===== src/verilog/cpu_pkg.sv =====
package cpu_pkg;

	localparam int DATA_W    = 16;
	localparam int INSTR_W   = 16;
	localparam int REG_IDX_W = 4;
	localparam int OPCODE_W  = 4;
	localparam int FUNC_W    = 4;

	typedef logic [DATA_W-1:0]    data_t;
	typedef logic [INSTR_W-1:0]   instr_t;
	typedef logic [REG_IDX_W-1:0] reg_idx_t;

	// Instruction layout is opcode | ra | rb | func or imm4
	typedef enum logic [OPCODE_W-1:0] {
		ARITHM = 4'd0,
		LW     = 4'd1,
		SW     = 4'd2,
		BLT    = 4'd3,
		BGT    = 4'd4,
		BE     = 4'd5,
		JMP    = 4'd6,
		HALT   = 4'd7
	} opcode_t;

	// Function field of ARITHM instructions
	typedef enum logic [FUNC_W-1:0] {
		ADD = 4'd0,
		SUB = 4'd1,
		AND = 4'd2,
		OR  = 4'd3,
		XOR = 4'd4,
		MUL = 4'd5,
		DIV = 4'd6,
		ROR = 4'd7,
		ROL = 4'd8,
		SHL = 4'd9,
		SHR = 4'd10
	} control_e;

	// Core status as seen at the top level
	typedef enum logic [1:0] {
		RUNNING   = 2'd0,
		HALTED    = 2'd1,
		EXCEPTION = 2'd2
	} halt_reason_e;

	// Operand B and pc offset selection
	localparam logic [1:0] SEL_REG   = 2'b00;
	localparam logic [1:0] SEL_IMM_B = 2'b01;
	localparam logic [1:0] SEL_IMM4  = 2'b10;
	localparam logic [1:0] SEL_JMP   = 2'b11;

endpackage


===== src/verilog/reg_file.sv =====
`timescale 1ns/1ps

module reg_file (
	input  logic               clk,
	input  logic               rst,
	input  cpu_pkg::reg_idx_t  ra_idx,
	input  cpu_pkg::reg_idx_t  rb_idx,
	output cpu_pkg::data_t     ra_data,
	output cpu_pkg::data_t     rb_data,
	output cpu_pkg::data_t     r0_data,
	input  logic               we,
	input  cpu_pkg::reg_idx_t  wr_idx,
	input  cpu_pkg::data_t     wr_data
);

	import cpu_pkg::*;

	localparam int NUM_REGS = 2 ** REG_IDX_W;

	data_t regs [NUM_REGS];

	always_ff @(posedge clk) begin
		if (rst) begin
			for (int i = 0; i < NUM_REGS; i++)
				regs[i] <= '0;
		end else if (we) begin
			regs[wr_idx] <= wr_data;
		end
	end

	assign ra_data = regs[ra_idx];
	assign rb_data = regs[rb_idx];
	// Branch compares always look at register zero
	assign r0_data = regs[0];

endmodule


===== config.mk =====
export PLATFORM = sky130hd
export DESIGN_NAME = reg_file
export DESIGN_NICKNAME = d
export VERILOG_FILES = /design/src/verilog/cpu_pkg.sv /design/src/verilog/reg_file.sv
export SDC_FILE = /design/constraint.sdc
export NUM_CORES = 1
export LEC_CHECK = 0
export BUFFER_PORTS_ARGS = -buffer_cell sky130_fd_sc_hd__buf_2
export CAP_MARGIN = 20
export CORE_ASPECT_RATIO = 0.6
export CORE_MARGIN = 1
export CORE_UTILIZATION = 25
export DETAILED_ROUTE_END_ITERATION = 8
export PLACE_DENSITY = 0.41
export SETUP_SLACK_MARGIN = 0.02
export SYNTH_ARGS = -nofsm -noshare
export SYNTH_HDL_FRONTEND = slang
export SYNTH_SLANG_ARGS = --single-unit

===== constraint.sdc =====
create_clock -name clk -period 2.5 [get_ports clk]
set_input_delay 0 -clock clk [delete_from_list [all_inputs] [get_ports clk]]
set_output_delay 0 -clock clk [all_outputs]
set_load 0.02 [all_outputs]

### Word level (Yosys, flattened, before mapping)

Memories as Yosys holds them, arrays and structs flattened.
Index checks and enable logic that the tools add are counted.

| operators by class | value |
|---|---|
| reduce and logical (&&, ||, !) cells | 1 |
| mux-type cells | 8 |

Operators by type and width:

| operator | count |
|---|---|
| 2-to-1 mux 16 bit | 1 |
| OR reduction 16 bit | 1 |
| 2-to-1 mux 1 bit | 6 |
| 2-to-1 mux 4 bit | 1 |

| storage, ports and cells | value |
|---|---|
| memories kept | 1 |
| word-level logic and storage cells | 10 |
| flip-flop bits (word level) | 0 |
| RAM bits | 256 |
| bits of input ports | 31 |
| output and inout bits | 48 |

Memories:

| memory | depth | bits a word | rd ports | clocked after memory_dff | wr ports | RTL line | RTL |
|---|---|---|---|---|---|---|---|
| regs | 16 | 16 | 3 | 0 | 16 | reg_file.sv:20 | `data_t regs [NUM_REGS];` |

### Longest topological paths before layout

Gate-level depths: netlist of run 1.

| depth | value |
|---|---|
| depth after elaboration | 5 |
| depth in mapped cells | 5 |
| depth with buffers taken out | 3 |

### Least setup slack after synthesis of run 1

Ideal clock, no wire load.

| timing | value |
|---|---|
| path kind | input -> register |
| start | input port wr_idx[3] |
| end | memory regs[2][0] (netlist name), enable pin |
| required time | 2127 ps |
| cell stages on the path | 3 |
| buffers on the path | 0 |
| setup slack | 917 ps |
| setup time | 373 ps |
| arrival time | 1210 ps |
| path through | or4b_4 -> nor2_2 -> or2_1 |

RTL lines:

| item | RTL line | RTL |
|---|---|---|
| from (decl) | reg_file.sv:12 | `input cpu_pkg::reg_idx_t wr_idx,` |
| to (decl) | reg_file.sv:20 |  |

==> summary.md, run 1 <==
| Metric | Value |
|---|---|
| Status | finished clean |
| Startpoint class of the critical path | flop |
| Initial antenna violation count | 1 |
| I/O pins | just under 80 |
| # H-tree levels | 1 |
| Met1 wire length | roughly 23000 um |
| Via Count | 8035 |
| Port Buffers | 78 |
| Maximum root-to-sink buffer count | 3 |
| Row count | 65 |
| Synth Instances | between 800 and 900 |
| Hold Crit Class | primary input to flop |
| Max-Slew Margin vs Limit | 0.445 |
| Synth Net Count | 890 |
| Post-CTS sizing | 0 |
| Max Clk Rate | 443 MHz |
| Fin. Hold Viols | 0 |
| Cell variety after synth | 18 |
| Post-synthesis sequential area ratio | 0.574 |
| Fin nets | around 980 |
| Top-area cell type share of the netlist area | 0.574 |
| Setup ws final | around 240 ps |
| Fin crit period | approximately 2300 ps |
| DRT iter0 DRCs | about 730 |
| Worst-path fanout max | 3 |
| Vias in the first global route | 8329 |
| Starting Density | 0.254 |
| Total track usage | 0.164 |
| Share of cells above drive strength 1 | 0.319 |
| DR WL met2 | between 15000 and 20000 um |
| Gr ovfl total | 0 |
| VDD IR max | between 0.4 and 0.5 mV |
| Clock Tree Root | clkbuf_16 |
| Total power | between 10 and 15 mW |
| P_leak | 5.44 nW |
| Ys Warns | 0 |
| Cts bufs inserted | 26 |
| Number of flip-flops in the largest register | 256 |
| Post-Syn Area per Cell | 15.6 um^2 |
| Drt drc | 0 |
| Pwr/cell area | 665 mW/mm^2 |
| TritonCTS clock tree | done |
| Final worst path period share | 0.903 |
| # setup viols final | 0 |
| Top Layer Used | met4 |
| Mapped cell area | approximately 0.013 mm^2 |
| First-pass GRT wire length | between 60000 and 70000 um |
| Dpl cells | 1606 |
| Core Region | 0.0527 mm^2 |
| Area growth syn-to-layout | 17.8% |
| Most area-consuming cells after synthesis | edfxtp_1 (57%), mux4_2 (22%), and2_1 (12%) |
| Largest regs | regs: 256 flops |
| HPWL after detailed placement | between 20000 and 30000 um |
| Least-Margin Pin Slew | 829 ps |
| Pins over their slew limit | 0 |
| Post-synth top area cell | edfxtp_1 |
| Final Non-Filler Cells | around 1.7k |
| Avg WL per Cell | 26.6 um |
| Leading cell types in the layout, fill and taps excluded | and2_1 (258), edfxtp_1 (256), mux4_2 (128) |
| Die X | roughly 300 um |
| Fin Setup TNS | 0 ps |
| Critical Path RT | roughly 2500 ps |
| Height of the die | 181 um |
| Largest net degree at the start of global routing | 31 |
| Vias/cell | around 4.8 |
| Pre-CTS setup slack | ~600 ps |
| Fill count | around 5.3k |
| Placed inst area | ~0.015 mm^2 |
| Design Area, Final | 0.0158 mm^2 |
| Clock Sinks | 256 |
| Largest Register | regs |
| RSZ-0062 raised after global routing | false |
| Yosys reg bits | ~260 |
| Hold WS | ~18 ps |
| WL met3 | roughly 2100 um |
| Core Util, Final | 0.299 |
| Clock-pin slew on the worst setup and hold paths | approximately 70 ps |
| Drt first pass iters | 5 |
| Final GP Congestion | around 0.75 |
| Antenna-violating nets left | 0 |
| Critical Path AT | 2260 ps |
| WL final | 44500 um |
| Kind of critical path | flop to primary output |
| Die footprint | 0.0545 mm^2 |
| Commonest non-fill, non-tap cell in the layout | and2_1 |
| Worst setup EP type | primary output |
| Max Cap Violations | 0 |
layer usage:
layer / track usage / vias to the layer above
met5: 0 / -
met3: 0.0267 / 45
met4: 0.0260 / 0
met1: 0.266 / 4251
li1: - / 3497
met2: 0.228 / 242
cell type report:
class                           instances  area, um^2  area share
Sequential cell                       256        7690       0.488
Multi-Input combinational cell        527        5400       0.342
Timing Repair Buffer                  135         966      0.0613
Tap cell                              703         880      0.0558
Clock buffer                           31         691      0.0438
Clock inverter                         14         138     0.00873
Antenna cell                            3        7.51    0.000476
Yosys cell counts:
library cell,number
and2_1,258
edfxtp_1,256
mux4_2,128
a22oi_1,64
clkbuf_1,58
nand2_1,33
buf_2,18
or2_2,12
nor2_1,11
nor2b_1,4
or2_1,4
nor2_2,3
nor3_2,3
nand2b_1,2
nand4bb_1,2
nand4b_1,1
nor3_4,1
or4b_4,1
worst max-delay path, cell delays in order, from the launching register on:
cell	delay, ps
edfxtp_1	480
mux4_2	490
a22oi_1	450
nand2_1	110
buf_2	180
worst paths after layout:
path	from	end	slack [ps]	depth (start not counted)
hold / removal	wr_data[9]	regs[0][9]$_SDFFCE_PN0P_	20	2
setup / recovery	regs[0][9]$_SDFFCE_PN0P_	ra_data[9]	240	4
cell families after synthesis:
kind of cell,Yosys count,synth area share
and+or+nand+nor,335,0.151
DFF,256,0.574
AOI/OAI and AO/OA,64,0.0359
buffers and inverters,76,0.0230
muxes,128,0.215
report_power, final:
part / internal [mW] / switching [mW] / total, mW / leakage, nW
clock network: 2.26 / 1.76 / 4.02 / 0.409
logic: 0.570 / 0.785 / 1.36 / 2.59
registers: 4.97 / 0.132 / 5.10 / 2.44
timing repair:
item                                   CTS  global route
endpoints found under the hold margin  239             0
hold buffers                            15             0
buffers inserted                         0             0
No activity file was read; power rests on OpenSTA's default activity.
==> run 2, diff against run 1 <==
--- a/config.mk
+++ b/config.mk
@@ -8,7 +8,7 @@
 export BUFFER_PORTS_ARGS = -buffer_cell sky130_fd_sc_hd__buf_2
 export CAP_MARGIN = 20
 export CORE_ASPECT_RATIO = 0.6
-export CORE_MARGIN = 1
+export CORE_MARGIN = 5
 export CORE_UTILIZATION = 25
 export DETAILED_ROUTE_END_ITERATION = 8
 export PLACE_DENSITY = 0.41
==> constraint.sdc (replaced) <==
create_clock -name clk -period 2.35 [get_ports clk]
set_input_delay 0 -clock clk [delete_from_list [all_inputs] [get_ports clk]]
set_output_delay 0 -clock clk [all_outputs]
set_load 0.02 [all_outputs]
==> summary.md, run 2 (synthesized netlist as in run 1, its figures left out) <==
| Metric | Value |
|---|---|
| Status | finished clean |
| Slowest-stage cell, CP | edfxtp_1 |
| P_leak | 5.40 nW (-0.83%) |
| Placed inst area | 0.0148 mm^2 (-0.10%) |
| Critical Path RT | 2350 ps (-150 ps) |
| Share of cells above drive strength 1 | 0.311 (-0.00773) |
| Area of the multi-input gates | 0.00540 mm^2 (about the same) |
| Reg area | 0.00769 mm^2 (unchanged) |
| Die X | 309 um (+2.7%) |
| Drt drc | 0 (unchanged) |
| Fin nets | 972 (-0.51%) |
| Vias in the first global route | 8070 (-3.1%) |
| Hold Crit Start | wr_data[11] |
| # H-tree levels | 1 (unchanged) |
| Row count | 65 (unchanged) |
| Pins over their slew limit | 0 (unchanged) |
| Least-Margin Pin Slew | 1140 ps (+315 ps) |
| Largest Register | regs |
| Fill count | 5246 (-0.19%) |
| Fin. Hold Viols | 0 (unchanged) |
| Max Clk Rate | ~440 MHz |
| Critical Path, Cell by Cell | mux4_2 -> a22oi_1 -> nand2_1 -> buf_2 |
| Initial antenna violation count | 1 (unchanged) |
| Max-Slew Margin vs Limit | 0.234 (-0.211) |
| Net Sw Power | 2.81 mW (+5.1%) |
| Avg WL per Cell | 26.7 um (+0.28%) |
| Clock Sinks | 256 (unchanged) |
| Antenna-violating nets left | 0 (unchanged) |
| Area growth syn-to-layout | 17.4% |
| Hold Crit Class | primary input to flop |
| Die footprint | 0.0584 mm^2 (+7.2%) |
| Pwr/cell area | 701 mW/mm^2 (+5.5%) |
| Cts bufs inserted | 26 (unchanged) |
| Drt first pass iters | 4 (-1) |
| Core Region | 0.0528 mm^2 (+0.15%) |
| First-pass GRT wire length | 62700 um (-0.51%) |
| Switching Fraction | 0.255 (about the same) |
| Fin Setup TNS | 0 ps (unchanged) |
| Startpoint class of the critical path | flop |
| Design Area, Final | 0.0157 mm^2 (-0.33%) |
| Max Cap Violations | 0 (unchanged) |
| Fin crit period | roughly 2300 ps |
| Final Non-Filler Cells | 1666 (-0.18%) |
| Number of flip-flops in the largest register | 256 (unchanged) |
| Commonest non-fill, non-tap cell in the layout | and2_1 |
| WHS Path Cells | 2 (unchanged) |
| Port Buffers | 78 (unchanged) |
| Logic gate share of total power | 0.133 (+0.004) |
| Vias/cell | 4.77 (-0.82%) |
| Core Util, Final | 0.298 (-0.00146) |
| Total track usage | 0.150 (-0.0140) |
| Largest regs | regs: 256 flops |
| Register share of total power | 0.492 (+0.005) |
| Worst-path fanout max | 3 (unchanged) |
| Height of the die | 189 um (+4.4%) |
| Hold WS | 30.3 ps (+12.8 ps) |
| WL final | 44500 um (+0.10%) |
| Hold path endpoint | regs[0][11]$_SDFFCE_PN0P_ |
| Int Pwr | 8.20 mW (+5.1%) |
| HPWL after detailed placement | 29000 um (+0.21%) |
| Final GP Congestion | 0.728 (-2.8%) |
| Dpl cells | 1602 (-0.25%) |
| Final worst path period share | 0.969 |
| Via Count | 7955 (-1.0%) |
| Worst setup EP type | primary output |
| TritonCTS clock tree | done |
| VDD IR max | 0.465 mV (+3.7%) |
| I/O pins | 79 (unchanged) |
| RSZ-0062 raised after global routing | false |
| Clock-pin slew on the worst setup and hold paths | 70 ps (about the same) |
| Gr ovfl total | 0 (unchanged) |
| Leading cell types in the layout, fill and taps excluded | and2_1 (258), edfxtp_1 (256), mux4_2 (128) |
| Maximum root-to-sink buffer count | 3 (unchanged) |
| DRT iter0 DRCs | 653 (-10%) |
| Clk pwr share | 0.375 (-0.009) |
| # setup viols final | 0 (unchanged) |
| Starting Density | 0.254 (-0.000391) |
| Largest net degree at the start of global routing | 65 (+110%) |
| Critical Path AT | 2280 ps (+20 ps) |
| Max incr delay on CP | 560 ps (+70 ps) |
| Kind of critical path | flop to primary output |
| Clock Tree Root | clkbuf_16 |
-- run 2: per-stage QoR --
step | setup WS [ps] | power (mW)
2_1_floorplan | 767 | 6.35
4_1_cts | 51.9 | 11.1
3_3_place_gp | 596 | 6.99
6_report | 73.3 | 11.0
5_1_grt | 27.6 | 11.4
3_5_place_dp | 613 | 6.99
-- run 2: worst max path at each step --
stage                              start                       end  slack, ps  depth (start not counted)
6_report       regs[0][13]$_SDFFCE_PN0P_               ra_data[13]         70                          4
5_1_grt        regs[0][13]$_SDFFCE_PN0P_               rb_data[13]         30                          4
4_1_cts        regs[0][13]$_SDFFCE_PN0P_               rb_data[13]         50                          4
3_5_place_dp                         rst  regs[2][8]$_SDFFCE_PN0P_        610                          5
3_3_place_gp                   rb_idx[2]               rb_data[13]        600                          5
2_1_floorplan                  wr_idx[3]  regs[2][0]$_SDFFCE_PN0P_        770                          3
-- run 2: area by class of cell --
class | count | share of cell area
multi-input cells | 527 | 0.344
repair buffers | 130 | 0.0597
clock buffers | 36 | 0.0451
clock inverters | 9 | 0.00549
diodes | 5 | 0.000796
flip-flops and latches | 256 | 0.489
well taps | 703 | 0.0560
-- run 2: power by group through the flow --
stage / registers, mW / logic [mW] / clock network (mW)
2_1_floorplan: 5.48 / 0.873 / 0
3_3_place_gp: 5.52 / 1.47 / 0
3_5_place_dp: 5.52 / 1.47 / 0
4_1_cts: 5.42 / 1.49 / 4.22
5_1_grt: 5.45 / 1.56 / 4.40
6_report: 5.43 / 1.46 / 4.13
-- run 2: critical path, delay by kind of cell, from the launching register on --
kind	cells	cell delay [ps]
flip-flops	1	560
multiplexers	1	520
AO/OA/AOI/OAI	1	290
buffers and inverters	1	190
AND/OR/NAND/NOR	1	150
-- run 2: metal layers --
layer | wire, um | track usage | vias to the layer above
met1 | 23800 | 0.247 | 4227
met2 | 18000 | 0.210 | 206
met4 | 563 | 0.0210 | 2
met3 | 2080 | 0.0230 | 35
li1 | - | - | 3485
met5 | 13 | 0 | -
-- run 2: what timing repair did --
item / in CTS / in global routing
gates resized for setup: 0 / 0
setup buffers: 0 / 0
endpoints found under the hold margin: 202 / 0
hold buffers: 14 / 0
