===== config.mk =====
export PLATFORM = sky130hd
export DESIGN_NAME = alu
export DESIGN_NICKNAME = d
export VERILOG_FILES = /design/src/verilog/cpu_pkg.sv /design/src/verilog/alu.sv
export SDC_FILE = /design/constraint.sdc
export NUM_CORES = 1
export LEC_CHECK = 0
export ABC_AREA = 0
export BUFFER_PORTS_ARGS = -buffer_cell sky130_fd_sc_hd__buf_2
export CAP_MARGIN = 5
export CORE_UTILIZATION = 40
export DETAILED_ROUTE_END_ITERATION = 7
export PLACE_DENSITY = 0.59
export SLEW_MARGIN = 20
export SYNTH_ARGS = -nofsm -noshare
export SYNTH_HDL_FRONTEND = slang
export SYNTH_SLANG_ARGS = --single-unit

===== constraint.sdc =====
create_clock -name vclk -period 83.7
set_clock_uncertainty 0.1 [all_clocks]
set_input_delay 12.555 -clock vclk [all_inputs]
set_output_delay 12.555 -clock vclk [all_outputs]
set_load 0.005 [all_outputs]

===== src/verilog/cpu_pkg.sv =====
package cpu_pkg;

	localparam int DATA_W    = 16;
	localparam int INSTR_W   = 16;
	localparam int REG_IDX_W = 4;
	localparam int OPCODE_W  = 4;
	localparam int FUNC_W    = 4;

	typedef logic [DATA_W-1:0]    data_t;
	typedef logic [INSTR_W-1:0]   instr_t;
	typedef logic [REG_IDX_W-1:0] reg_idx_t;

	// Instruction layout is opcode | ra | rb | func or imm4
	typedef enum logic [OPCODE_W-1:0] {
		ARITHM = 4'd0,
		LW     = 4'd1,
		SW     = 4'd2,
		BLT    = 4'd3,
		BGT    = 4'd4,
		BE     = 4'd5,
		JMP    = 4'd6,
		HALT   = 4'd7
	} opcode_t;

	// Function field of ARITHM instructions
	typedef enum logic [FUNC_W-1:0] {
		ADD = 4'd0,
		SUB = 4'd1,
		AND = 4'd2,
		OR  = 4'd3,
		XOR = 4'd4,
		MUL = 4'd5,
		DIV = 4'd6,
		ROR = 4'd7,
		ROL = 4'd8,
		SHL = 4'd9,
		SHR = 4'd10
	} control_e;

	// Core status as seen at the top level
	typedef enum logic [1:0] {
		RUNNING   = 2'd0,
		HALTED    = 2'd1,
		EXCEPTION = 2'd2
	} halt_reason_e;

	// Operand B and pc offset selection
	localparam logic [1:0] SEL_REG   = 2'b00;
	localparam logic [1:0] SEL_IMM_B = 2'b01;
	localparam logic [1:0] SEL_IMM4  = 2'b10;
	localparam logic [1:0] SEL_JMP   = 2'b11;

endpackage


===== src/verilog/alu.sv =====
`timescale 1ns/1ps

module alu (
	input  cpu_pkg::data_t    a,
	input  cpu_pkg::data_t    b,
	input  cpu_pkg::control_e func,
	input  logic              force_add,
	output cpu_pkg::data_t    result,
	output logic              div0,
	output logic              overflow
);

	import cpu_pkg::*;

	control_e            op;
	logic [3:0]          sh;
	data_t               sum;
	data_t               diff;
	logic [2*DATA_W-1:0] dbl;
	logic [2*DATA_W-1:0] rot_r;
	logic [2*DATA_W-1:0] rot_l;

	assign op = force_add ? ADD : func;
	assign sh = b[3:0];

	assign sum  = a + b;
	assign diff = a - b;

	// Rotates come from shifting a doubled copy of a
	assign dbl   = {a, a};
	assign rot_r = dbl >> sh;
	assign rot_l = dbl << sh;

	always_comb begin
		case (op)
			ADD:     result = sum;
			SUB:     result = diff;
			AND:     result = a & b;
			OR:      result = a | b;
			XOR:     result = a ^ b;
			MUL:     result = a * b;
			DIV:     result = (b == '0) ? '1 : a / b;
			ROR:     result = rot_r[DATA_W-1:0];
			ROL:     result = rot_l[2*DATA_W-1:DATA_W];
			SHL:     result = a << sh;
			SHR:     result = a >> sh;
			default: result = '0;
		endcase
	end

	always_comb begin
		overflow = 1'b0;
		div0     = 1'b0;
		if (!force_add) begin
			case (func)
				ADD: overflow = (a[DATA_W-1] == b[DATA_W-1]) &&
				                (sum[DATA_W-1] != a[DATA_W-1]);
				SUB: overflow = (a[DATA_W-1] != b[DATA_W-1]) &&
				                (diff[DATA_W-1] != a[DATA_W-1]);
				DIV: div0 = (b == '0);
				default: begin
					overflow = 1'b0;
					div0     = 1'b0;
				end
			endcase
		end
	end

endmodule


## After elaboration in Yosys (flattened, before gate mapping)

Cells that the tools add are included.

| word-level totals | value |
|---|---|
| input port bits | 37 |
| register bits after elaboration | 0 |
| logic and storage cells | 39 |
| output and inout port bits | 18 |

| cells by class | value |
|---|---|
| eq/ne operators | 16 |
| shifts and indexed selects | 4 |
| reduce and logical (&&, ||, !) cells | 5 |
| muxes and demuxes | 7 |
| add/subtract/negate cells | 2 |
| multiply operators | 1 |
| bitwise operators | 3 |
| div/mod/pow operators | 1 |

Operator list:

| kind | number |
|---|---|
| $pmux W16 S11 | 1 |
| $shl A32 B4 Y32 | 1 |
| $shr A32 B4 Y16 | 1 |
| $eq A4 B3 Y1 const B | 5 |
| $add A16 B16 Y16 | 1 |
| $and A16 B16 Y16 | 1 |
| $div A16 B16 Y16 | 1 |
| $logic_not A16 Y1 | 1 |
| $mul A16 B16 Y16 | 1 |
| $mux W16 | 1 |
| $or A16 B16 Y16 | 1 |
| $shl A16 B4 Y16 | 1 |
| $shr A16 B4 Y16 | 1 |
| $sub A16 B16 Y16 | 1 |
| $xor A16 B16 Y16 | 1 |
| $eq A4 B4 Y1 const B | 3 |
| $eq A4 B1 Y1 const B | 2 |
| $eq A4 B2 Y1 const B | 2 |
| $logic_not A4 Y1 | 2 |
| $mux W4 | 1 |
| $mux W1 | 3 |
| $ne A1 B1 Y1 | 3 |
| $logic_and A1 B1 Y1 | 2 |
| $pmux W1 S2 | 1 |
| $eq A1 B1 Y1 | 1 |

## Logic depth before layout (Yosys ltp)

Gate-level depths: netlist of the first run.

| depth | value |
|---|---|
| word-level depth | 5 |
| depth in mapped cells | 132 |
| mapped depth without buffers | 123 |

## Worst setup path before layout of the first run

OpenSTA, ideal clock, no wires.

| timing path | value |
|---|---|
| kind | input to output |
| from | in b[0] |
| to | out result[0] |
| data required time | 71045 ps |
| data arrival time | 40002 ps |
| stages | 119 |
| buffers on the path | 12 |
| slack | 31043 ps |
| cell sequence | clkbuf_1 -> clkbuf_1 -> inv_2 -> clkbuf_1 -> ha_1 -> nor4b_1 -> nand4bb_1 -> o21bai_1 -> a21oi_1 -> a21oi_1 -> ha_1 -> or4b_2 -> o311ai_0 -> nand3_1 -> nand3_1 -> inv_1 -> ha_1 -> o211ai_1 -> [... 83 more ...] -> o211ai_1 -> a21oi_1 -> o31ai_1 -> a2111oi_0 -> nor2_1 -> a211oi_1 -> clkbuf_1 -> nand2_1 -> mux2i_1 -> a31oi_1 -> ha_1 -> a21o_1 -> a221oi_1 -> a21oi_1 -> a211oi_1 -> nand3_1 -> a21oi_1 -> o41ai_1 |

| between the ends | value |
|---|---|
| longest elaborated chain between the ends | 3 |
| elaborated cells between the ends (all ways) | 14 |
| those cells by class | add/sub: 2; mul: 1; div: 1; shift: 4; mux: 2; bitwise: 3; reduce/logical: 1 |

RTL lines:

| element | RTL line | text |
|---|---|---|
| start: declaration | alu.sv:5 | `input cpu_pkg::data_t b,` |
| $div A16 B16 Y16 / $logic_not A16 Y1 (equally long branches) | alu.sv:42 | `DIV: result = (b == '0) ? '1 : a / b;` |
| $mux W16 | alu.sv:42 |  |
| $pmux W16 S11 * | alu.sv:35 | `case (op)` |
| end: declaration | alu.sv:8 | `output cpu_pkg::data_t result,` |

Mark *: on every way between the ends. The rest lies on a longest branch, timed or not.

## Worst setup path in the final report of the first run

| timing path | value |
|---|---|
| from | in b[15] |
| to | out result[0] |

| between the ends | value |
|---|---|
| longest elaborated chain between the ends | 3 |
| elaborated cells between the ends (all ways) | 4 |
| those cells by class | div: 1; mux: 2; reduce/logical: 1 |

RTL lines:

| element | RTL line |
|---|---|
| $div A16 B16 Y16 / $logic_not A16 Y1 (equally long branches) | alu.sv:42 |
| $mux W16 * | alu.sv:42 |
| $pmux W16 S11 * | alu.sv:35 |

Marked as above.

==> metrics.md, run 1 <==
| Metric | Value |
|---|---|
| Fmax | `17.6 MHz` |
| Syn avg cell area | `just over 7 um^2` |
| Mux share of post-synthesis cell area | `around 5.4%` |
| Sum Neg Setup Slack | `0 ns` |
| Multi-input logic area | `between 10000 and 15000 um^2` |
| Max cap viols | `0` |
| Hold depth | `3` |
| I/O pins | `55` |
| DRT antenna net count | `0` |
| Critical path class | `in -> out` |
| Synthesized area | `15100 um^2` |
| Compound-gate portion of the synthesized area | `28.6%` |
| Syn Inst Count | `2126` |
| CP endpoint kind | `output port` |
| Largest family of logic cells by synthesized area | `adder cells` |
| Fin util | `43.1%` |
| Shortest period the worst path allows | `56.85 ns` |
| Post-synthesis net count | `2481` |
| Seq/Total Area, Yosys | `0%` |
| Final net count | `2463` |
| Post-CTS Setup Inserts | `0` |
| Critical path peak fanout | `19` |
| Crit path DAT | `44.20 ns` |
| DRT Pass-1 Iters | `6` |
| Global-route wire length before repair | `96400 um` |
| DRC | `0` |
| Total gr overflow | `0` |
| Via count | `between 15k and 20k` |
| WL final | `between 60000 and 70000 um` |
| Status | `completed` |
| Slew Limit Fails | `0` |
| Worst setup SP type | `primary input` |
| Most frequent cell on the critical path | `ha_1` |
| Hold buffers post-CTS | `0` |
| CP bufs+invs | `7` |
| Number of port buffers | `55` |
| Area contributors post-synth | `ha_1 (20%), fa_1 (11%), nand2_1 (5.4%)` |
| Area growth from synthesis to layout | `5.14%` |
| RSZ-0062 raised after global routing | `no` |
| Post-Synth XOR/XNOR Area | `5.67%` |
| Leak | `7.31 nW` |
| PostCTS Resize Cnt | `0` |
| Synth warn | `0` |
| Routed vias/inst | `between 6 and 7` |
| Synth top cells by count | `ha_1 (236), nand2_1 (219), nor2_1 (219)` |
| Antenna violations before repair | `3` |
| Hold crit path type | `in -> out` |
| Starting density of the core | `41.0%` |
| Max stage delay cell, worst path | `o41ai_1` |
| Worst endpoint required time | `71.04 ns` |
| Die Y | `196 um` |
| Fillers | `3867` |
| Largest area contributor in the netlist | `ha_1` |
| Hold path endpoint | `overflow` |
| Register area | `0 um^2` |
| Vias in the first global route | `16.2k` |
| Maximum vdd drop | `0.0254 mV` |
| Core area | `between 30000 and 40000 um^2` |
| FFs & Latches | `0` |
| # rows | `70` |
| Final Hold Vio Count | `0` |
| Synth top area share | `19.5%` |
| Slew HR | `about 26%` |
| HPWL Detailed | `48300 um` |
| Hold Startpoint | `force_add` |
| Die Wd | `between 150 and 200 um` |
| Pwr/cell area | `15.3 nW/um^2` |
| Final period utilization | `67.9%` |
| Total GRT Usage | `32.4%` |
| Cell family with most CP delay | `compound AO/OA/AOI/OAI gates` |
| Worst slew pin tran | `1.11 ns` |
| Synth Area in Simple Gates | `22.7%` |
| Netlist cell types | `around 90` |
| Cell with the most instances after synthesis | `ha_1` |
| Final setup fails | `0` |
| Crit. Startpoint | `b[15]` |
| Post-Synth Adder-Cell Area | `30.4%` |
| CLK BUF | `0` |
| Crit-path max cell delay | `0.83 ns` |
| Routability cong. | `approximately 1` |
| Largest net degree at the start of global routing | `57` |
| Die area | `38600 um^2` |
| Avg WL per Cell | `24.5 um` |
| Initial drt markers | `1982` |
| Share of cells above drive strength 1 | `roughly 8.5%` |
-- layout make-up --
class,instances,share of cell area (%)
timing repair buffer,88,3.29
antenna,1,0.0157
tap,504,3.96
inverter,183,4.32
multi-input combinational,1835,88.4
-- per-stage QoR --
step                      worst slack, ns  instances  hold slack [ns]  instance area, um^2  total power (W)
final                               26.85       2611            25.49                15900         0.000244
after global routing                24.81       2610            25.51                15900         0.000268
after CTS                           27.62       2610            25.49                15900         0.000237
after detailed placement            27.74       2610            25.49                15900         0.000235
after global placement              28.29       2610            25.49                15900         0.000234
after floorplan                     31.04       2126            25.22                15100         0.000165
-- kinds of logic after synthesis --
logic type               Yosys count
AND/OR/NAND/NOR                  730
AO/OA/AOI/OAI                    626
adder cells (fa/ha/maj)          318
multiplexers                      63
XOR/XNOR                          98
buffers and inverters            291
-- cells in the final DEF (no fill, tap or decap), types with 8 or more instances in the layout --
master	netlist	layout
a211o_1	8	8
a211oi_1	20	19
a21boi_0	13	13
a21o_1	37	37
a21oi_1	144	144
a221o_1	13	13
a221oi_1	23	23
a22oi_1	9	9
a31oi_1	18	18
and2_1	13	13
and3_1	12	12
buf_2	3	55
buf_4	0	33
fa_1	82	82
ha_1	236	236
inv_1	178	177
mux2_2	16	16
mux2i_1	33	33
mux4_2	12	12
nand2_1	219	219
nand2b_1	26	26
nand3_1	46	46
nand4_1	22	22
nor2_1	219	219
nor2b_1	19	19
nor3_1	58	56
o211ai_1	32	32
o21a_1	30	30
o21ai_0	121	121
o221ai_1	14	14
o22a_1	9	9
o22ai_1	16	16
o31a_1	15	15
o31ai_1	21	20
or2_2	21	21
or3_1	36	36
xnor2_1	62	62
xor2_1	36	36
-- how the worst max path moves through the flow --
| stage | end | depth (start not counted) |
|---|---|---|
| floorplan | result[0] | 119 |
| global placement | result[0] | 114 |
| detailed placement | result[0] | 114 |
| CTS | result[0] | 114 |
| global route | result[0] | 118 |
| finish | result[0] | 113 |
-- power by group --
group	switching [W]	total (W)	internal, W
Clock	0	0.0000000000110	0.0000000000110
Sequential	0	0	0
Combinational	0.000151	0.000244	0.0000922
Total	0.000151	0.000244	0.0000922
-- metal layers --
metal	share of wire (%)	vias to the layer above	global-route usage [%]	routed length [um]
met3	9.9	203	5.22	6320
met4	4.8	4	13.4	3070
li1	-	7692	-	-
met1	42	8133	42.8	26600
met2	44	973	52.1	28000
met5	0.041	-	0	26
(Power assumes the default switching activity.)
==> run 2: changes to the inputs <==
ABC_AREA = 1   (was 0)
PLACE_DENSITY = 0.61   (was 0.59)
clock period = 50.3 ns   (was 83.7 ns; I/O delays follow)
==> run 2 against run 1 <==
  * Synthesized cell count grew 17%
  * Sequential share of layout area unchanged
  * Clock-buffer cell count unchanged
  * Flip-flop and latch count unchanged
  * Final cell count is 14% higher
  * Non-clock buffer count decreased by 17
  * Hold slack worse by 10 ns
==> metrics.md, run 2 <==
| Metric | Value |
|---|---|
| Starting density of the core | `40.8% (was 41.0%)` |
| # rows | `71 (was 70)` |
| DRT Pass-1 Iters | `6 (unchanged)` |
| Antenna violations before repair | `0 (was 3)` |
| Slew HR | `28.5% (was 25.6%)` |
| Crit-path max cell delay | `0.63 ns (was 0.83 ns)` |
| Commonest non-fill, non-tap cell in the layout | `nand2_1 (was ha_1)` |
| Sum Neg Setup Slack | `0 ns (unchanged)` |
| I/O pins | `55 (unchanged)` |
| Via count | `16.4k (was 17.0k)` |
| Final Hold Vio Count | `0 (unchanged)` |
| Worst slew pin tran | `1.07 ns (was 1.11 ns)` |
| Total GRT Usage | `29.7% (was 32.4%)` |
| Critical path class | `in -> out (unchanged)` |
| Final setup fails | `0 (unchanged)` |
| Final net count | `2830 (was 2463)` |
| Shortest period the worst path allows | `44.35 ns` |
| Post-synthesis net count | `2846 (was 2481)` |
| Total gr overflow | `0 (unchanged)` |
| Die Y | `198 um (was 196 um)` |
| Max stage delay cell, worst path | `a21oi_1 (was o41ai_1)` |
| Most frequent cell on the critical path | `nand2_1 (was ha_1)` |
| RSZ-0062 raised after global routing | `no (unchanged)` |
| Crit path DAT | `36.71 ns (was 44.20 ns)` |
| Finished Layout Cells | `2984 (was 2611)` |
| Inst Count DP | `2984 (was 2610)` |
| FFs & Latches | `0 (unchanged)` |
| Die Wd | `198 um (was 196 um)` |
| Fin util | `42.2% (was 43.1%)` |
| Synth top area share | `19.2% (was 19.5%)` |
| Area growth from synthesis to layout | `3.48% (was 5.14%)` |
| Vias in the first global route | `16.1k (was 16.2k)` |
| Synth warn | `0 (unchanged)` |
| WL final | `57700 um (was 64000 um)` |
| Finished Cell Area | `15900 um^2 (about the same)` |
| Netlist cell types | `72 (was 91)` |
| Synthesized area | `15400 um^2 (was 15100 um^2)` |
| Register area | `0 um^2 (unchanged)` |
| Commonest non-fill, non-tap cells in the layout | `nand2_1 (632), inv_1 (421), ha_1 (236) (was ha_1 (236), nor2_1 (219), nand2_1 (219))` |
| Worst setup SP type | `primary input (unchanged)` |
| DRC | `0 (unchanged)` |
| Routed vias/inst | `5.50 (was 6.51)` |
| Fmax | `22.5 MHz` |
| Share of cells above drive strength 1 | `11.3% (was 8.50%)` |
| Largest area contributor in the netlist | `ha_1 (unchanged)` |
| Worst endpoint required time | `42.66 ns (was 71.04 ns)` |
| Synth top cells by count | `nand2_1 (632), inv_1 (422), ha_1 (236) (was ha_1 (236), nand2_1 (219), nor2_1 (219))` |
| Global-route wire length before repair | `90300 um (was 96400 um)` |
| Largest net degree at the start of global routing | `56 (was 57)` |
| HPWL Detailed | `45700 um (was 48300 um)` |
| Fillers | `4150 (was 3867)` |
| Final period utilization | `88.2%` |
| Hold buffers post-CTS | `0 (unchanged)` |
| Syn Inst Count | `2491 (was 2126)` |
| Pwr/cell area | `20.5 nW/um^2 (was 15.3 nW/um^2)` |
| Area contributors post-synth | `ha_1 (19%), nand2_1 (15%), fa_1 (11%) (was ha_1 (20%), fa_1 (11%), nand2_1 (5.4%))` |
| CLK BUF | `0 (unchanged)` |
| Cell with the most instances after synthesis | `nand2_1 (was ha_1)` |
| Number of port buffers | `55 (unchanged)` |
| Seq/Total Area, Yosys | `0% (unchanged)` |
| Hold crit path type | `in -> out (unchanged)` |
| Core area | `37800 um^2 (was 36900 um^2)` |
| Maximum vdd drop | `0.0171 mV (was 0.0254 mV)` |
| # diodes | `0 (was 1)` |
| Avg WL per Cell | `19.3 um (was 24.5 um)` |
| Slew Limit Fails | `0 (unchanged)` |
| Max cap viols | `0 (unchanged)` |
| Post-CTS Setup Inserts | `0 (unchanged)` |
| Multi-input logic area | `13200 um^2 (was 14100 um^2)` |
| Syn avg cell area | `6.18 um^2 (was 7.12 um^2)` |
| CP endpoint kind | `output port (unchanged)` |
| Critical path peak fanout | `55 (was 19)` |
| Pre-CTS WS | `6.43 ns (was 27.74 ns)` |
| Worst setup margin | `5.95 ns (was 26.85 ns)` |
| PostCTS Resize Cnt | `0 (unchanged)` |
| Leak | `8.84 nW (was 7.31 nW)` |
| Die area | `39300 um^2 (was 38600 um^2)` |
| Status | `completed (unchanged)` |
| Routability cong. | `1.01 (was 1.02)` |
| Initial drt markers | `1509 (was 1982)` |
| DRT antenna net count | `0 (unchanged)` |
| Placed instance area | `15900 um^2 (about the same)` |
-- run 2: cell count changes after synthesis, moves of 35 or more --
cell	delta
a21o_1	-35
clkbuf_1	-41
inv_1	+244
nand2_1	+413
nand2_2	+52
nand3_1	+72
nand3_2	+47
nor2_1	-102
or3_1	-36
-- run 2: logic make-up (layout without fill, tap and decap cells) --
group	count (synthesis)	after routing	share of synthesized area [%]
XOR/XNOR	85	85	4.83
AND/OR/NAND/NOR	1108	1108	33.4
AO/OA/AOI/OAI	439	439	17.3
multiplexers	6	6	0.390
buffers and inverters	535	517	14.2
adder cells (fa/ha/maj)	318	318	29.8
-- run 2: cell type report --
class	instances	area share (%)
Multi-Input combinational cell	1956	82.9
Inverter	446	10.6
Tap cell	511	4.01
Timing Repair Buffer	71	2.48
-- run 2: worst paths after layout --
kind                   from         to  slack (ns)  depth (start not counted)
setup / recovery       b[1]  result[0]        5.95                        200
hold / removal    force_add   overflow       15.34                          3
-- run 2: where the power goes --
group	internal [W]	switching (W)	leakage, nW	total [W]
sequential	0	0	0	0
combinational	0.000127	0.000199	8.84	0.000326
clock	0	0	0	0
-- run 2: stage by stage --
step           hold slack, ns  total power [W]
2_1_floorplan           15.02         0.000249
3_3_place_gp            15.34         0.000319
3_5_place_dp            15.33         0.000322
4_1_cts                 15.33         0.000325
5_1_grt                 15.35         0.000372
6_report                15.34         0.000326
-- run 2: metal layers --
metal  up-vias  GRT usage, %  share of wire (%)
met5         -             0                  0
met4         0          9.59                3.5
met3       109          2.81                7.8
met2       661          47.2                 43
met1      7641          41.8                 46
li1       8001             -                  -
-- run 2: worst max-delay path: cells and delay by family --
kind,cells,cell delay [ns]
adder cells (fa/ha/maj),15,4.83
AO/OA/AOI/OAI,46,7.91
buffers and inverters,26,5.17
AND/OR/NAND/NOR,113,11.16
