File: src/verilog/cpu_pkg.sv
package cpu_pkg;

	localparam int DATA_W    = 16;
	localparam int INSTR_W   = 16;
	localparam int REG_IDX_W = 4;
	localparam int OPCODE_W  = 4;
	localparam int FUNC_W    = 4;

	typedef logic [DATA_W-1:0]    data_t;
	typedef logic [INSTR_W-1:0]   instr_t;
	typedef logic [REG_IDX_W-1:0] reg_idx_t;

	// Instruction layout is opcode | ra | rb | func or imm4
	typedef enum logic [OPCODE_W-1:0] {
		ARITHM = 4'd0,
		LW     = 4'd1,
		SW     = 4'd2,
		BLT    = 4'd3,
		BGT    = 4'd4,
		BE     = 4'd5,
		JMP    = 4'd6,
		HALT   = 4'd7
	} opcode_t;

	// Function field of ARITHM instructions
	typedef enum logic [FUNC_W-1:0] {
		ADD = 4'd0,
		SUB = 4'd1,
		AND = 4'd2,
		OR  = 4'd3,
		XOR = 4'd4,
		MUL = 4'd5,
		DIV = 4'd6,
		ROR = 4'd7,
		ROL = 4'd8,
		SHL = 4'd9,
		SHR = 4'd10
	} control_e;

	// Core status as seen at the top level
	typedef enum logic [1:0] {
		RUNNING   = 2'd0,
		HALTED    = 2'd1,
		EXCEPTION = 2'd2
	} halt_reason_e;

	// Operand B and pc offset selection
	localparam logic [1:0] SEL_REG   = 2'b00;
	localparam logic [1:0] SEL_IMM_B = 2'b01;
	localparam logic [1:0] SEL_IMM4  = 2'b10;
	localparam logic [1:0] SEL_JMP   = 2'b11;

endpackage

File: src/verilog/ctrl_if.sv
`timescale 1ns/1ps

interface ctrl_if;

	logic       alu_op;
	logic [1:0] offset_sel;
	logic       mem2r;
	logic       memwr;
	logic       halt_sys;
	logic       reg_wr;
	logic       r0_read;
	logic       se_imm_a;

	modport decoder (
		output alu_op,
		output offset_sel,
		output mem2r,
		output memwr,
		output halt_sys,
		output reg_wr,
		output r0_read,
		output se_imm_a
	);

	modport datapath (
		input alu_op,
		input offset_sel,
		input mem2r,
		input memwr,
		input halt_sys,
		input reg_wr,
		input r0_read,
		input se_imm_a
	);

endinterface

File: src/verilog/control_main.sv
`timescale 1ns/1ps

module control_main (
	input  cpu_pkg::opcode_t  opcode,
	input  cpu_pkg::control_e func,
	input  logic              div0,
	input  logic              overflow,
	ctrl_if.decoder           ctl
);

	import cpu_pkg::*;

	logic dec_mem2r;
	logic dec_memwr;
	logic dec_halt;
	logic dec_reg_wr;

	// Operand steering depends on the instruction only, never on the alu flags
	always_comb begin
		ctl.alu_op     = 1'b0;
		ctl.offset_sel = SEL_REG;
		ctl.r0_read    = 1'b0;
		ctl.se_imm_a   = 1'b0;
		dec_mem2r      = 1'b0;
		dec_memwr      = 1'b0;
		dec_halt       = 1'b0;
		dec_reg_wr     = 1'b0;

		case (opcode)
			ARITHM: begin
				if ((func == ROR) || (func == ROL) || (func == SHL) || (func == SHR))
					ctl.offset_sel = SEL_IMM_B;
				else
					ctl.offset_sel = SEL_REG;
				ctl.se_imm_a = 1'b1;
				dec_reg_wr   = 1'b1;
			end
			LW: begin
				ctl.alu_op     = 1'b1;
				ctl.offset_sel = SEL_IMM4;
				dec_mem2r      = 1'b1;
				dec_reg_wr     = 1'b1;
			end
			SW: begin
				ctl.alu_op     = 1'b1;
				ctl.offset_sel = SEL_IMM4;
				dec_memwr      = 1'b1;
			end
			BLT: begin
				ctl.offset_sel = SEL_IMM4;
				ctl.r0_read    = 1'b1;
				ctl.se_imm_a   = 1'b1;
			end
			BGT: begin
				ctl.offset_sel = SEL_IMM4;
				ctl.r0_read    = 1'b1;
				ctl.se_imm_a   = 1'b1;
			end
			BE: begin
				ctl.offset_sel = SEL_IMM4;
				ctl.r0_read    = 1'b1;
				ctl.se_imm_a   = 1'b1;
			end
			JMP: begin
				ctl.offset_sel = SEL_JMP;
				ctl.se_imm_a   = 1'b1;
			end
			HALT: begin
				ctl.se_imm_a = 1'b1;
				dec_halt     = 1'b1;
			end
			// Illegal opcode
			default: begin
				dec_halt = 1'b1;
			end
		endcase
	end

	// An arithmetic exception stops the core with all writes blocked
	always_comb begin
		if (div0 || overflow) begin
			ctl.mem2r    = 1'b0;
			ctl.memwr    = 1'b0;
			ctl.halt_sys = 1'b1;
			ctl.reg_wr   = 1'b0;
		end else begin
			ctl.mem2r    = dec_mem2r;
			ctl.memwr    = dec_memwr;
			ctl.halt_sys = dec_halt;
			ctl.reg_wr   = dec_reg_wr;
		end
	end

endmodule

File: src/flat_wrapper.sv
// flat-port wrapper written by rule: the top's interface ports become plain ports
module control_main_flat import cpu_pkg::*;
  (opcode, func, div0, overflow, ctl_alu_op, ctl_offset_sel, ctl_mem2r, ctl_memwr, ctl_halt_sys, ctl_reg_wr, ctl_r0_read, ctl_se_imm_a);
  ctrl_if ctl_i ();
  input  cpu_pkg::opcode_t opcode;
  input  cpu_pkg::control_e func;
  input  logic div0;
  input  logic overflow;
  output wire logic [$bits(ctl_i.alu_op)-1:0] ctl_alu_op;
  output wire logic [$bits(ctl_i.offset_sel)-1:0] ctl_offset_sel;
  output wire logic [$bits(ctl_i.mem2r)-1:0] ctl_mem2r;
  output wire logic [$bits(ctl_i.memwr)-1:0] ctl_memwr;
  output wire logic [$bits(ctl_i.halt_sys)-1:0] ctl_halt_sys;
  output wire logic [$bits(ctl_i.reg_wr)-1:0] ctl_reg_wr;
  output wire logic [$bits(ctl_i.r0_read)-1:0] ctl_r0_read;
  output wire logic [$bits(ctl_i.se_imm_a)-1:0] ctl_se_imm_a;
  assign ctl_alu_op = ctl_i.alu_op;
  assign ctl_offset_sel = ctl_i.offset_sel;
  assign ctl_mem2r = ctl_i.mem2r;
  assign ctl_memwr = ctl_i.memwr;
  assign ctl_halt_sys = ctl_i.halt_sys;
  assign ctl_reg_wr = ctl_i.reg_wr;
  assign ctl_r0_read = ctl_i.r0_read;
  assign ctl_se_imm_a = ctl_i.se_imm_a;
  control_main u_core (.opcode(opcode), .func(func), .div0(div0), .overflow(overflow), .ctl(ctl_i));
endmodule
File: config.mk
export PLATFORM = sky130hd
export DESIGN_NAME = control_main_flat
export DESIGN_NICKNAME = d
export VERILOG_FILES = /design/src/verilog/cpu_pkg.sv /design/src/verilog/ctrl_if.sv /design/src/verilog/control_main.sv /design/src/flat_wrapper.sv
export SDC_FILE = /design/constraint.sdc
export NUM_CORES = 1
export LEC_CHECK = 0
export BUFFER_PORTS_ARGS = -buffer_cell sky130_fd_sc_hd__buf_2
export CORE_AREA = 10 10 47 49
export DETAILED_ROUTE_END_ITERATION = 6
export DIE_AREA = 0 0 57 59
export GPL_ROUTABILITY_DRIVEN = 0
export PLACE_DENSITY = 0.47
export RECOVER_POWER = 25
export SLEW_MARGIN = 20
export SYNTH_ARGS = -nofsm -noshare
export SYNTH_HDL_FRONTEND = slang
export SYNTH_SLANG_ARGS = --single-unit
export TNS_END_PERCENT = 5
File: constraint.sdc
create_clock -name vclk -period 1.1
set_input_delay 0.165 -clock vclk [all_inputs]
set_output_delay 0.165 -clock vclk [all_outputs]
set_load 0.01 [all_outputs]
* After elaboration in Yosys (flattened, before gate mapping)
Cells that the tools add are included.
** Word-level totals
- Word-level logic and storage cells :: 35
- RAM bits :: 0
- ROM bits :: 0
- Output and inout port bits :: 9
- Bits in latches :: 0
- Bits in registers :: 0
- Memories kept :: 0
** Cells by class
- Eq/ne operators :: 11
- Reduce and logical (&&, ||, !) cells :: 11
- Bitwise operators :: 0
- $add $sub $neg :: 0
- Multiply operators :: 0
- Shift operators :: 0
- Magnitude comparators :: 0
- Muxes and demuxes :: 13
- Div/mod/pow operators :: 0
** Operators by type and width (count)
- 4-bit by 3-bit equality test with 1-bit output, second input constant :: 5
- 4-bit equality test, second input constant :: 3
- 1-bit two-way mux :: 12
- 4-bit by 2-bit equality test with 1-bit output, second input constant :: 2
- 7-bit OR reduction :: 1
- 2-bit case mux with 3 select lines :: 1
- 6-bit OR reduction :: 1
- 5-bit OR reduction :: 1
- 4-bit by 1-bit equality test with 1-bit output, second input constant :: 1
- 4-bit zero test :: 1
- 1-bit logical OR :: 4
- 2-bit OR reduction :: 2
- 3-bit OR reduction :: 1

* Logic depth before layout (Yosys ltp)
Gate-level depths: netlist of run 1.
- Word-level depth :: 6
- Mapped depth :: 4
- Gate-level depth less buffers :: 3

* Worst setup path before layout of run 1
Ideal clock, no wire load.
- Path type :: input to output
- From :: input opcode[0]
- To :: output ctl_halt_sys
- Slack :: -110 ps
- Path buffers :: 1
- Arrival :: 1045 ps
- Stages on the path :: 3
- Data required time :: 935 ps
- Cells stage by stage :: buf_2 -> and3_1 -> or4_2
** Between the ends
- Word-level cells in the longest chain between the ends :: 4
** Ends and longest elaborated chain
- start: declaration :: RTL line flat_wrapper.sv:5 : input cpu_pkg::opcode_t opcode;
- 4-bit by 2-bit equality test with 1-bit output (tied with other cells) :: RTL line control_main.sv:29 : case (opcode)
- 7-bit OR reduction (no source line) (*)
- 1-bit two-way mux (*) :: RTL line control_main.sv:29
- 1-bit two-way mux (*) :: RTL line control_main.sv:81 : if (div0 || overflow) begin
- end: declaration :: RTL line flat_wrapper.sv:13 : output wire logic [$bits(ctl_i.halt_sys)-1:0] ctl_halt_sys;
Every way passes the cells marked *; elsewhere a longest branch is shown, timed or not.

* Final worst setup path of run 1
- From :: input div0
- To :: output ctl_mem2r
** Between the ends
- Word-level cells in the longest chain between the ends :: 2
** Ends and longest elaborated chain
- start: declaration :: RTL line flat_wrapper.sv:7 : input logic div0;
- 1-bit logical OR :: RTL line control_main.sv:81
- 1-bit two-way mux :: RTL line control_main.sv:81
- end: declaration :: RTL line flat_wrapper.sv:11 : output wire logic [$bits(ctl_i.mem2r)-1:0] ctl_mem2r;
No other way between the ends.

==> run_results.csv, run 1 <==
group,metric,value,unit
floorplan,die_h,59,um
timing,fmax,767,MHz
floorplan,core_area,1400,sq um
synth,synth_cell_types,17,
synth,avgSynthCellArea,6.31,sq um
power_and_ir_drop,p_switching,52.5,uW
detailed_routing,wire_per_inst,11.4,um
power_and_ir_drop,p_clk_frac,0,
global_routing,grt-ovfl-total,0,
detailed_routing,vias,263,
place,post-place-ws,-0.245,ns
timing,post-route-period-util,1.19,
timing,setup_viol,6,
min_path,hp-class,"primary input to primary output",
power_and_ir_drop,comb_power_share,1.000,
power_and_ir_drop,p_int,66.0,uW
cells_and_area,seq_area,0,sq um
power_and_ir_drop,power_density,335,nW/um^2
cells_and_area,clkbuf_count,0,
timing,maxSlewViolCount,0,
setup_path,crit_type,"primary input to primary output",
place,hpwlAfterDp,629,um
detailed_routing,firstDrtPassIters,4,
outcome,violations,"negative setup slack",
clock_tree,cts_hold_buf,0,
global_routing,grt_use_total,0.0384,
global_routing,first_global_vias,260,
synth,synth_top_area_cell,"nor3_1",
global_routing,grt_pass1_wl,1.15,mm
timing,worst_slew_pin_slew,0.177,ns
global_routing,antenna_found_initial,0,
power_and_ir_drop,max-vdd-ir-drop,0.125,mV
detailed_routing,drt-initial-drc-count,8,
setup_path,critical_path.max_fanout,2,
floorplan,dieArea,3360,sq um
floorplan,initial_utilization,0.108,
timing,rsz0062_at_grt,"yes",
place,io_buffers,19,
cells_and_area,fin_util,0.253,
setup_path,required,0.94,ns
synth,syn-num-nets,34,
timing,tns,-0.749,ns
power_and_ir_drop,p_leak,0.178,nW
setup_path,startpoint_type,"primary input",
cells_and_area,drive_gt1_frac,0.681,
run,cap_violations,0,
synth,synth_commonest_cells,"3 x nand2_1, 3 x nor2_1, 3 x nor3_1",
floorplan,fp.dieW,57,um
global_routing,grt_max_degree,6,
setup_path,crit_path_end_kind,"primary output",
detailed_routing,drc_errors,0,
power_and_ir_drop,total_power,118,uW
synth,synth.area.top_cells,"nor3_1 9.9%, mux2_2 7.4%, nand2_1 7.4%, nor2_1 7.4%, or4_4 7.4%",
synth,seq_area_frac_synth,0,
timing,slew-limit-headroom,0.881,
place,dpl-instance-area,304,sq um
timing,finalHoldViolCount,0,
detailed_routing,wl,718,um
setup_path,arrival,1.14,ns
synth,synth_warnings,0,
cells_and_area,antenna_cells,0,
timing,finalWorstSetupSlack,-0.205,ns
cells_and_area,final_cell_area,354,sq um
floorplan,io_pins,19,
synth,synth_top_area_share,0.0992,
cells_and_area,design.seq.count,0,
detailed_routing,vias_per_cell,4.17,
timing,min_period,1.30,ns
detailed_routing,antenna_left,0,
outcome,outcome,"complete, but fails checks",
synth,syn_inst,24,
power_and_ir_drop,power_frac_seq,0,
power_and_ir_drop,switching_share,0.443,
cells_and_area,nets,59,
cells_and_area,syn_to_final_growth,134,%
synth,syn-cell-area,151,sq um
floorplan,num_rows,14,
clock_tree,cts_setup_buffers,0,
stage by stage:
| step | hold slack (ns) | cells |
|---|---|---|
| after detailed placement | 0.640 | 63 |
| after floorplan | 0.378 | 24 |
| after CTS | 0.601 | 63 |
| final | 0.596 | 63 |
| after global routing | 0.614 | 63 |
| after global placement | 0.638 | 63 |
cell usage in the layout (no fill, tap or decap), drive strengths merged:
master / instances
buf: 24
nor2: 4
nor3: 3
nand2: 3
or4: 3
and3: 1
nor2b: 1
and4b: 1
a21oi: 1
o32ai: 1
nor3b: 1
and2: 1
mux2: 1
xnor2: 1
clkbuf: 1
cell families after synthesis:
logic type             after synthesis  share of synthesized area
AO/OA/AOI/OAI                        2                     0.0909
multiplexers                         1                     0.0744
AND/OR/NAND/NOR                     18                      0.711
XOR/XNOR                             1                     0.0579
buffers and inverters                2                     0.0661
power by group through the flow:
stage | clock network [mW] | logic [mW] | registers [mW]
floorplan | 0 | 0.0448 | 0
global placement | 0 | 0.102 | 0
detailed placement | 0 | 0.102 | 0
CTS | 0 | 0.115 | 0
global route | 0 | 0.130 | 0
finish | 0 | 0.118 | 0
final timing paths:
| kind | startpoint | endpoint | slack (ns) | cells past startpoint |
|---|---|---|---|---|
| setup / recovery | div0 | ctl_mem2r | -0.20 | 5 |
| hold / removal | div0 | ctl_halt_sys | 0.60 | 3 |
cell type report:
type	count	area (sq um)
timing repair buffer	25	165
tap	16	20.0
fill	163	1050
multi-input combinational	22	169
worst max-delay path, cell delays in order:
cell and delay [ns]:
buf_6 0.09, or4_4 0.55, nor2_4 0.09, and2_1 0.11, buf_2 0.12
per-layer routing:
metal | track usage | routed length, um | vias up
met3 | 0.0215 | 100 | 0
li1 | - | - | 135
met4 | 0 | 0 | 0
met1 | 0.0485 | 338 | 111
met2 | 0.0589 | 279 | 17
met5 | 0 | 0 | -
timing repair:
| item | CTS | global route |
|---|---|---|
| pin swaps | 4 | 1 |
| resized for setup | 7 | 2 |
| setup endpoints to repair | 6 | 8 |
Note: power is estimated with default switching activity, not from simulation.
==> run 2: changes to the inputs <==
- ABC_AREA: not set -> 1
- PLACE_DENSITY: 0.47 -> 0.48
==> run 2 against run 1 <==
Compared with the run above: the run now ends clean; non-clock buffer count fell by 6; fmax rose by 34%; critical path depth rose by 2; total power fell by 26%; cell count rose by 13%; critical path type unchanged; largest power group unchanged.
==> run_results.csv, run 2 <==
group,metric,value,unit
detailed_routing,firstDrtPassIters,1,
synth,synth_warnings,0,
global_routing,grt_pass1_wl,1.07,mm
timing,tns,0,ns
power_and_ir_drop,p_int,36.5,uW
setup_path,arrival,0.81,ns
outcome,outcome,"completed",
setup_path,critical_path.max_fanout,6,
timing,fmax,1030,MHz
min_path,hp-class,"primary input to primary output",
cells_and_area,fin_util,0.200,
synth,syn_inst,36,
timing,slew-limit-headroom,0.908,
global_routing,grt_use_total,0.0345,
detailed_routing,wire_per_inst,9.00,um
synth,synth_commonest_cells,"12 x nand2_1, 6 x inv_1, 4 x nand3_1, 4 x nor2_1, 3 x nor2_2",
synth,avgSynthCellArea,4.62,sq um
timing,min_period,0.974,ns
setup_path,required,0.94,ns
global_routing,grt_max_degree,7,
timing,rsz0062_at_grt,"no",
synth,synth_cell_types,11,
power_and_ir_drop,p_clk_frac,0,
cells_and_area,syn_to_final_growth,68.4,%
detailed_routing,drt-initial-drc-count,0,
power_and_ir_drop,p_switching,50.9,uW
power_and_ir_drop,max-vdd-ir-drop,0.0817,mV
cells_and_area,final_cell_area,280,sq um
synth,synth.area.top_cells,"nand2_1 27%, inv_1 14%, nand3_1 12%, nor2_2 11%, nor2_1 9.0%",
timing,setup_viol,0,
setup_path,crit_path_end_kind,"primary output",
power_and_ir_drop,power_density,312,nW/um^2
floorplan,initial_utilization,0.119,
timing,post-route-period-util,0.886,
synth,synth_top_area_share,0.271,
timing,worst_slew_pin_slew,0.138,ns
cells_and_area,multi_input_area,136,sq um
power_and_ir_drop,p_leak,0.182,nW
timing,finalHoldViolCount,0,
min_path,min_to,"ctl_halt_sys",
power_and_ir_drop,total_power,87.4,uW
min_path,hold_depth,4,
cells_and_area,drive_gt1_frac,0.473,
power_and_ir_drop,comb_power_share,1.000,
floorplan,num_rows,14,
place,dpl-instance-area,282,sq um
cells_and_area,seq_area,0,sq um
clock_tree,cts_resized,0,
detailed_routing,vias,267,
clock_tree,cts_setup_buffers,0,
synth,synth_most_common_cell,"nand2_1",
min_path,min_from,"div0",
place,io_buffers,19,
floorplan,die_h,59,um
synth,syn-num-nets,46,
cells_and_area,fillers,170,
synth,seq_area_frac_synth,0,
floorplan,core_area,1400,sq um
cells_and_area,mostFrequentLayoutCells,"18 x buf_2, 12 x nand2_1, 6 x inv_1, 4 x nor2_1, 4 x nand3_1",
power_and_ir_drop,switching_share,0.582,
setup_path,crit_type,"primary input to primary output",
clock_tree,cts_hold_buf,0,
place,hpwlAfterDp,591,um
synth,syn-cell-area,166,sq um
cells_and_area,nets,67,
global_routing,grt-ovfl-total,0,
timing,maxSlewViolCount,0,
setup_path,startpoint_type,"primary input",
synth,synth_top_area_cell,"nand2_1",
global_routing,antenna_found_initial,0,
cells_and_area,clkbuf_count,0,
detailed_routing,antenna_left,0,
detailed_routing,wl,639,um
power_and_ir_drop,power_frac_seq,0,
floorplan,fp.dieW,57,um
cells_and_area,design.seq.count,0,
detailed_routing,drc_errors,0,
floorplan,dieArea,3360,sq um
detailed_routing,vias_per_cell,3.76,
run,cap_violations,0,
global_routing,first_global_vias,266,
cells_and_area,antenna_cells,0,
floorplan,io_pins,19,
cells_and_area,final_common_cell,"buf_2",
run 2: power by group through the flow:
stage | Combinational (mW) | Clock (mW) | Sequential [mW]
final | 0.0874 | 0 | 0
after global routing | 0.101 | 0 | 0
after CTS | 0.0900 | 0 | 0
after detailed placement | 0.0896 | 0 | 0
after global placement | 0.0891 | 0 | 0
after floorplan | 0.0447 | 0 | 0
run 2: logic make-up (layout without fill, tap and decap cells):
family,Yosys count,after routing,share of synthesized area
compound gates,2,2,0.0601
buf+inv,8,27,0.180
simple gates,26,26,0.759
run 2: worst max path at each step:
stage / slack [ns] / endpoint / cells after the start / start
6_report: 0.13 / ctl_offset_sel[0] / 7 / opcode[1]
5_1_grt: 0.02 / ctl_offset_sel[0] / 7 / opcode[3]
4_1_cts: 0.11 / ctl_offset_sel[0] / 7 / opcode[1]
3_3_place_gp: 0.12 / ctl_offset_sel[0] / 7 / opcode[1]
2_1_floorplan: 0.30 / ctl_offset_sel[1] / 3 / opcode[3]
3_5_place_dp: 0.11 / ctl_offset_sel[0] / 7 / opcode[1]
run 2: critical path: stages:
cell and delay (ns):
buf_2 0.14, nor2_1 0.14, nand2_1 0.09, inv_1 0.06, nand2_1 0.04, nand2_1 0.05
buf_2 0.12
run 2: layer usage:
layer | routed length [um] | global-route usage | part of all wire | vias to the layer above
li1 | - | - | - | 148
met3 | 62 | 0.00858 | 0.097 | 0
met2 | 287 | 0.0574 | 0.45 | 11
met1 | 289 | 0.0462 | 0.45 | 108
met5 | 0 | 0 | 0 | -
met4 | 0 | 0 | 0 | 0
run 2: area by class of cell:
class	count	share of cell area
inverter	8	0.107
tap	16	0.0714
multi-input combinational	28	0.487
timing repair buffer	19	0.335
run 2: through the flow:
stage | instances | setup slack [ns] | hold WS [ns]
2_1_floorplan | 36 | 0.301 | 0.363
3_3_place_gp | 71 | 0.119 | 0.621
3_5_place_dp | 71 | 0.113 | 0.618
4_1_cts | 71 | 0.110 | 0.623
5_1_grt | 71 | 0.0227 | 0.658
6_report | 71 | 0.126 | 0.616
